===== config.mk =====
export PLATFORM = sky130hd
export DESIGN_NAME = mem_rd_arbiter
export DESIGN_NICKNAME = d
export VERILOG_FILES = /design/src/hdl/mem_rd_pkg.sv /design/src/hdl/mem_rd_arbiter.sv
export SDC_FILE = /design/constraint.sdc
export NUM_CORES = 1
export LEC_CHECK = 0
export BUFFER_PORTS_ARGS = -buffer_cell sky130_fd_sc_hd__buf_2
export CAP_MARGIN = 20
export CORE_AREA = 5 5 150 152
export CTS_CLUSTER_DIAMETER = 50
export DETAILED_ROUTE_END_ITERATION = 10
export DIE_AREA = 0 0 155 157
export PLACE_DENSITY_LB_ADDON = 0.15
export SKIP_LAST_GASP = 1
export SLEW_MARGIN = 20
export SYNTH_ARGS = -nofsm -noshare
export SYNTH_HDL_FRONTEND = slang
export SYNTH_SLANG_ARGS = --single-unit

===== constraint.sdc =====
create_clock -name clk -period 1.3 [get_ports clk]
set_input_delay 0 -clock clk [delete_from_list [all_inputs] [get_ports clk]]
set_output_delay 0 -clock clk [all_outputs]
set_load 0.1 [all_outputs]

===== src/hdl/mem_rd_pkg.sv =====
package mem_rd_pkg;

    // Byte address and read data widths.
    localparam int ADDR_W = 64;
    localparam int DATA_W = 64;
    localparam int SIZE_W = 3;

    typedef logic [ADDR_W-1:0] addr_t;
    typedef logic [DATA_W-1:0] data_t;
    typedef logic [SIZE_W-1:0] size_t;

    // Access size codes, log2 of the byte count.
    localparam size_t SIZE_BYTE  = 3'd0;
    localparam size_t SIZE_HALF  = 3'd1;
    localparam size_t SIZE_WORD  = 3'd2; // Fetch size.
    localparam size_t SIZE_DWORD = 3'd3;

    // Read request, 67 bits.
    typedef struct packed {
        addr_t addr;
        size_t size;
    } rd_req_t;

endpackage


===== src/hdl/mem_rd_arbiter.sv =====
`timescale 1ns/1ps

module mem_rd_arbiter (
    input  logic                  clk,
    input  logic                  rst,

    // Fetch client.
    input  logic                  fetch_req_valid_i,
    input  mem_rd_pkg::addr_t     fetch_addr_i,
    output logic                  fetch_data_valid_o,
    output mem_rd_pkg::data_t     fetch_data_o,

    // Load client.
    input  logic                  load_req_valid_i,
    input  mem_rd_pkg::rd_req_t   load_req_i,
    output logic                  load_data_valid_o,
    output mem_rd_pkg::data_t     load_data_o,

    // Memory side.
    output logic                  mem_req_valid_o,
    output mem_rd_pkg::rd_req_t   mem_req_o,
    input  logic                  rsp_valid_i,
    input  mem_rd_pkg::data_t     rsp_data_i
);

    typedef enum logic [2:0] {
        IDLE        = 3'b001,
        GRANT_FETCH = 3'b010,
        GRANT_LOAD  = 3'b100
    } arb_state_e;

    arb_state_e state;
    arb_state_e next_state;
    logic       handshake;

    always_ff @(posedge clk) begin
        if (rst) begin
            state <= IDLE;
        end else begin
            state <= next_state;
        end
    end

    // Served request, seen one cycle after the data pulse.
    always_ff @(posedge clk) begin
        if (rst) begin
            handshake <= 1'b0;
        end else begin
            handshake <= mem_req_valid_o && rsp_valid_i;
        end
    end

    always_comb begin
        next_state = state;
        case (state)
            IDLE: begin
                if (load_req_valid_i) begin // Load wins from idle.
                    next_state = GRANT_LOAD;
                end else if (fetch_req_valid_i) begin
                    next_state = GRANT_FETCH;
                end
            end
            GRANT_FETCH: begin
                if (handshake) begin
                    if (load_req_valid_i) begin
                        next_state = GRANT_LOAD;
                    end else if (fetch_req_valid_i) begin
                        next_state = GRANT_FETCH;
                    end else begin
                        next_state = IDLE;
                    end
                end
            end
            GRANT_LOAD: begin
                if (handshake) begin
                    if (fetch_req_valid_i) begin
                        next_state = GRANT_FETCH;
                    end else if (load_req_valid_i) begin
                        next_state = GRANT_LOAD;
                    end else begin
                        next_state = IDLE;
                    end
                end
            end
            default: next_state = IDLE;
        endcase
    end

    // Request mux. Nothing is offered to the memory while idle.
    always_comb begin
        case (state)
            GRANT_FETCH: mem_req_valid_o = fetch_req_valid_i;
            GRANT_LOAD:  mem_req_valid_o = load_req_valid_i;
            default:     mem_req_valid_o = 1'b0;
        endcase
        if (state == GRANT_LOAD) begin
            mem_req_o = load_req_i;
        end else begin
            mem_req_o.addr = fetch_addr_i;
            mem_req_o.size = mem_rd_pkg::SIZE_WORD;
        end
    end

    // Data is broadcast, the strobe goes to the grant owner.
    assign fetch_data_o       = rsp_data_i;
    assign load_data_o        = rsp_data_i;
    assign fetch_data_valid_o = (state == GRANT_FETCH) && rsp_valid_i;
    assign load_data_valid_o  = (state == GRANT_LOAD) && rsp_valid_i;

    a_state_onehot: assert property (@(posedge clk) disable iff (rst) $onehot(state));

    a_single_owner: assert property (@(posedge clk) disable iff (rst)
        !(fetch_data_valid_o && load_data_valid_o));

endmodule


==> impl_metrics.csv <==
group,metric,value,unit
setup_path,worst_setup_path_end_kind,"output pin",
clock_network,clock_sinks,4,
sta,hold_viol,0,
synth,yosysWarnings,0,
finish,drive_above_1_share,93.0,%
setup_path,path_max_fanout,9,
grt,grt_max_degree,20,
clock_network,clk_pin_slew,30,ps
clock_network,cts-root-buf,"clkbuf_16",
sta,setup_ws,-411,ps
placement,placed_cell_area,2720,um2
finish,post-route-util,19.2,%
setup_path,cpMostUsedCell,"buf_6",
finish,regArea,83.8,um2
routing,firstDrtPassIters,4,
sta,fin_crit,1710,ps
routing,top_layer,"met5",
die,die-area,24300,um2
sta,skew,1.53,ps
sta,whs,0.0483,ps
setup_path,critPathSlowestCell,"mux2_2",
die,ios,398,
clock_network,cts_buffer_depth,2,
synth,syn-num-nets,432,
synth,synth.avg_cell_area,8.77,um2
die,die_w,155,um
worst_hold_path,worstHoldPathCells,0,
worst_hold_path,worstHoldEndpoint,"fetch_data_o[27]",
die,die_h,157,um
routing,ant_nets,0,
synth,seq_area_frac_synth,3.93,%
grt,overflow,0,
routing,vias_per_cell,3.11,
outcome,status,"complete, but fails checks",
setup_path,slowest_delay,340,ps
sta,relSlewSlack,75.5,%
synth,synth_cell_types,23,
sta,drv_slew,0,
routing,met3_length,1.39,mm
clock_network,numCtsBuffers,3,
routing,wl_met2,4.97,mm
setup_path,startpoint,"state[0]",
outcome,violations,"negative setup slack",
sta,rsz0062_at_grt,"true",
synth,syn_inst,232,
finish,multi_input_area,1140,um2
power,leakage,1.87,nW
synth,yosysTopAreaCell,"buf_4",
routing,wire_per_inst,16.7,um
power,ir_drop,294,uV
routing,wirelength,10.1,mm
placement,post-place-ws,-295,ps
sta,worstMarginPinSlew,358,ps
routing,vias,1876,
sta,fmax,585,MHz
synth,netlist_area,2040,um2
grt,grt_usage,6.55,%
routing,drt-initial-drc-count,61,
synth,synth_top_area_share,47.2,%
setup_path,cp_data_required_time,1300,ps
die,row_count,53,
placement,dp_hpwl,7.12,mm
die,core_region_area,20900,um2
grt,antenna_found_initial,2,
setup_path,ff2ff_path_depth,7,
worst_hold_path,min_path_type,"in -> out",
finish,fin_area,4010,um2
setup_path,r2r_end,"state[2]",
synth,synth-seq-cells,4,
setup_path,path_cells,"nor3b_4, buf_6, buf_6, buf_16, mux2_2, buf_6",
setup_path,r2r_start,"state[0]",
power,cellPowerDensity,803,nW/um2
setup_path,start_kind,"register",
placement,io_buffers,205,
placement,gp_congestion,0.747,
clock_network,insertion_delay,220,ps
routing,drcViolationCount,0,
sta,setup_violations,69,
die,start_util,9.75,%
finish,fin_nets,530,
setup_path,arrival,1710,ps
setup_path,rrSetupSlack,-20,ps
finish,fillCellCount,2271,
sta,finalCritPeriodShare,132,%
routing,wl_met1,3.38,mm
grt,grt_pass1_vias,2045,
setup_path,worstSetupPathType,"reg -> out",
clock_network,cts_tree,"done",
synth,synthTopCellsByArea,"buf_4, mux2_2, dfxtp_1, buf_6, nor2b_1",
clock_network,h-tree-depth,1,
run,cap_violations,0,
grt,grt_pass1_wl,12.3,mm
worst_hold_path,hold_start,"rsp_data_i[27]",
finish,syn_to_final_growth,97.1,%
[worst max-delay path, delay by kind of cell (launching register included)]
| family | cells | cell delay (ps) |
|---|---|---|
| AND/OR/NAND/NOR | 1 | 210 |
| buffers and inverters | 4 | 600 |
| multiplexers | 1 | 340 |
| flip-flops | 1 | 330 |
[power breakdown]
group	internal, mW	switching, mW
Clock	0.393	0.0886
Sequential	0.137	0.0107
Combinational	1.04	1.55
Total	1.57	1.65
[worst max path at each step]
stage,endpoint,slack (ps),depth (start not counted)
6_report,mem_req_o[19],-410,6
5_1_grt,mem_req_o[54],-460,6
4_1_cts,mem_req_o[40],-440,6
3_5_place_dp,mem_req_o[46],-300,4
3_3_place_gp,mem_req_o[46],-280,4
2_1_floorplan,mem_req_o[11],-200,3
[through the flow]
step                      power [mW]  setup TNS, ps  cells
after floorplan                 3.48         -12110    232
after global placement          2.11         -14060    582
after detailed placement        2.11         -14820    582
after CTS                       2.89         -25220    594
after global routing            3.33         -29370    603
final                           3.22         -25430    604
[synth_stat cells]
library cell	count
a2111oi_0	1
a21oi_1	3
and2_1	3
and3b_1	1
and4bb_2	1
buf_4	128
buf_6	7
dfxtp_1	4
inv_1	1
mux2_2	64
nand2_1	1
nand2b_1	1
nand3_1	2
nand3b_1	2
nand4b_1	1
nor2_1	2
nor2b_1	4
nor3_1	1
nor3b_4	1
o211ai_1	1
o21ai_1	1
o22ai_1	1
xnor2_1	1
[state kept, by name (all words and copies together) (netlist names)]
name / cells
handshake: 1
state: 3
[layout make-up]
| type | count | share of cell area [%] |
|---|---|---|
| Tap cell | 275 | 8.57 |
| Sequential cell | 4 | 2.09 |
| Timing Repair Buffer | 228 | 58.9 |
| Inverter | 1 | 0.0935 |
| Clock buffer | 3 | 1.87 |
| Antenna cell | 1 | 0.0624 |
| Multi-Input combinational cell | 92 | 28.4 |
[kinds of logic after synthesis]
family	count (synthesis)	synth area share (%)
muxes	64	35.4
xor gates and xnor gates	1	0.430
buffers and inverters	136	51.3
AOI/OAI and AO/OA	7	2.09
DFF	4	3.93
and+or+nand+nor	20	6.88
[per-layer routing]
layer / global-route usage, % / vias up
met5: 0 / -
met4: 2.94 / 2
met3: 3.49 / 46
met2: 11.4 / 180
met1: 6.47 / 804
li1: - / 844
[layout by cell type (no fill, tap or decap), types with 2 or more instances in the layout]
cell and count:
and2_4 3, buf_12 65, mux2_4 55, buf_8 2, a21oi_1 2, dfxtp_2 3
nor2_1 2, buf_6 13, clkbuf_16 6, nand3_1 2, nor2b_1 4, buf_2 135
nand3b_1 2, mux2_2 9, buf_16 3, buf_4 7
[what timing repair did]
item,4_1_cts,5_1_grt
endpoints found under the hold margin,0,0
setup endpoints to repair,68,71
pin swaps,1,2
gates resized for setup,128,132
hold buffers,0,0
setup buffers,5,6
cloned,4,4
(Power assumes the default switching activity.)
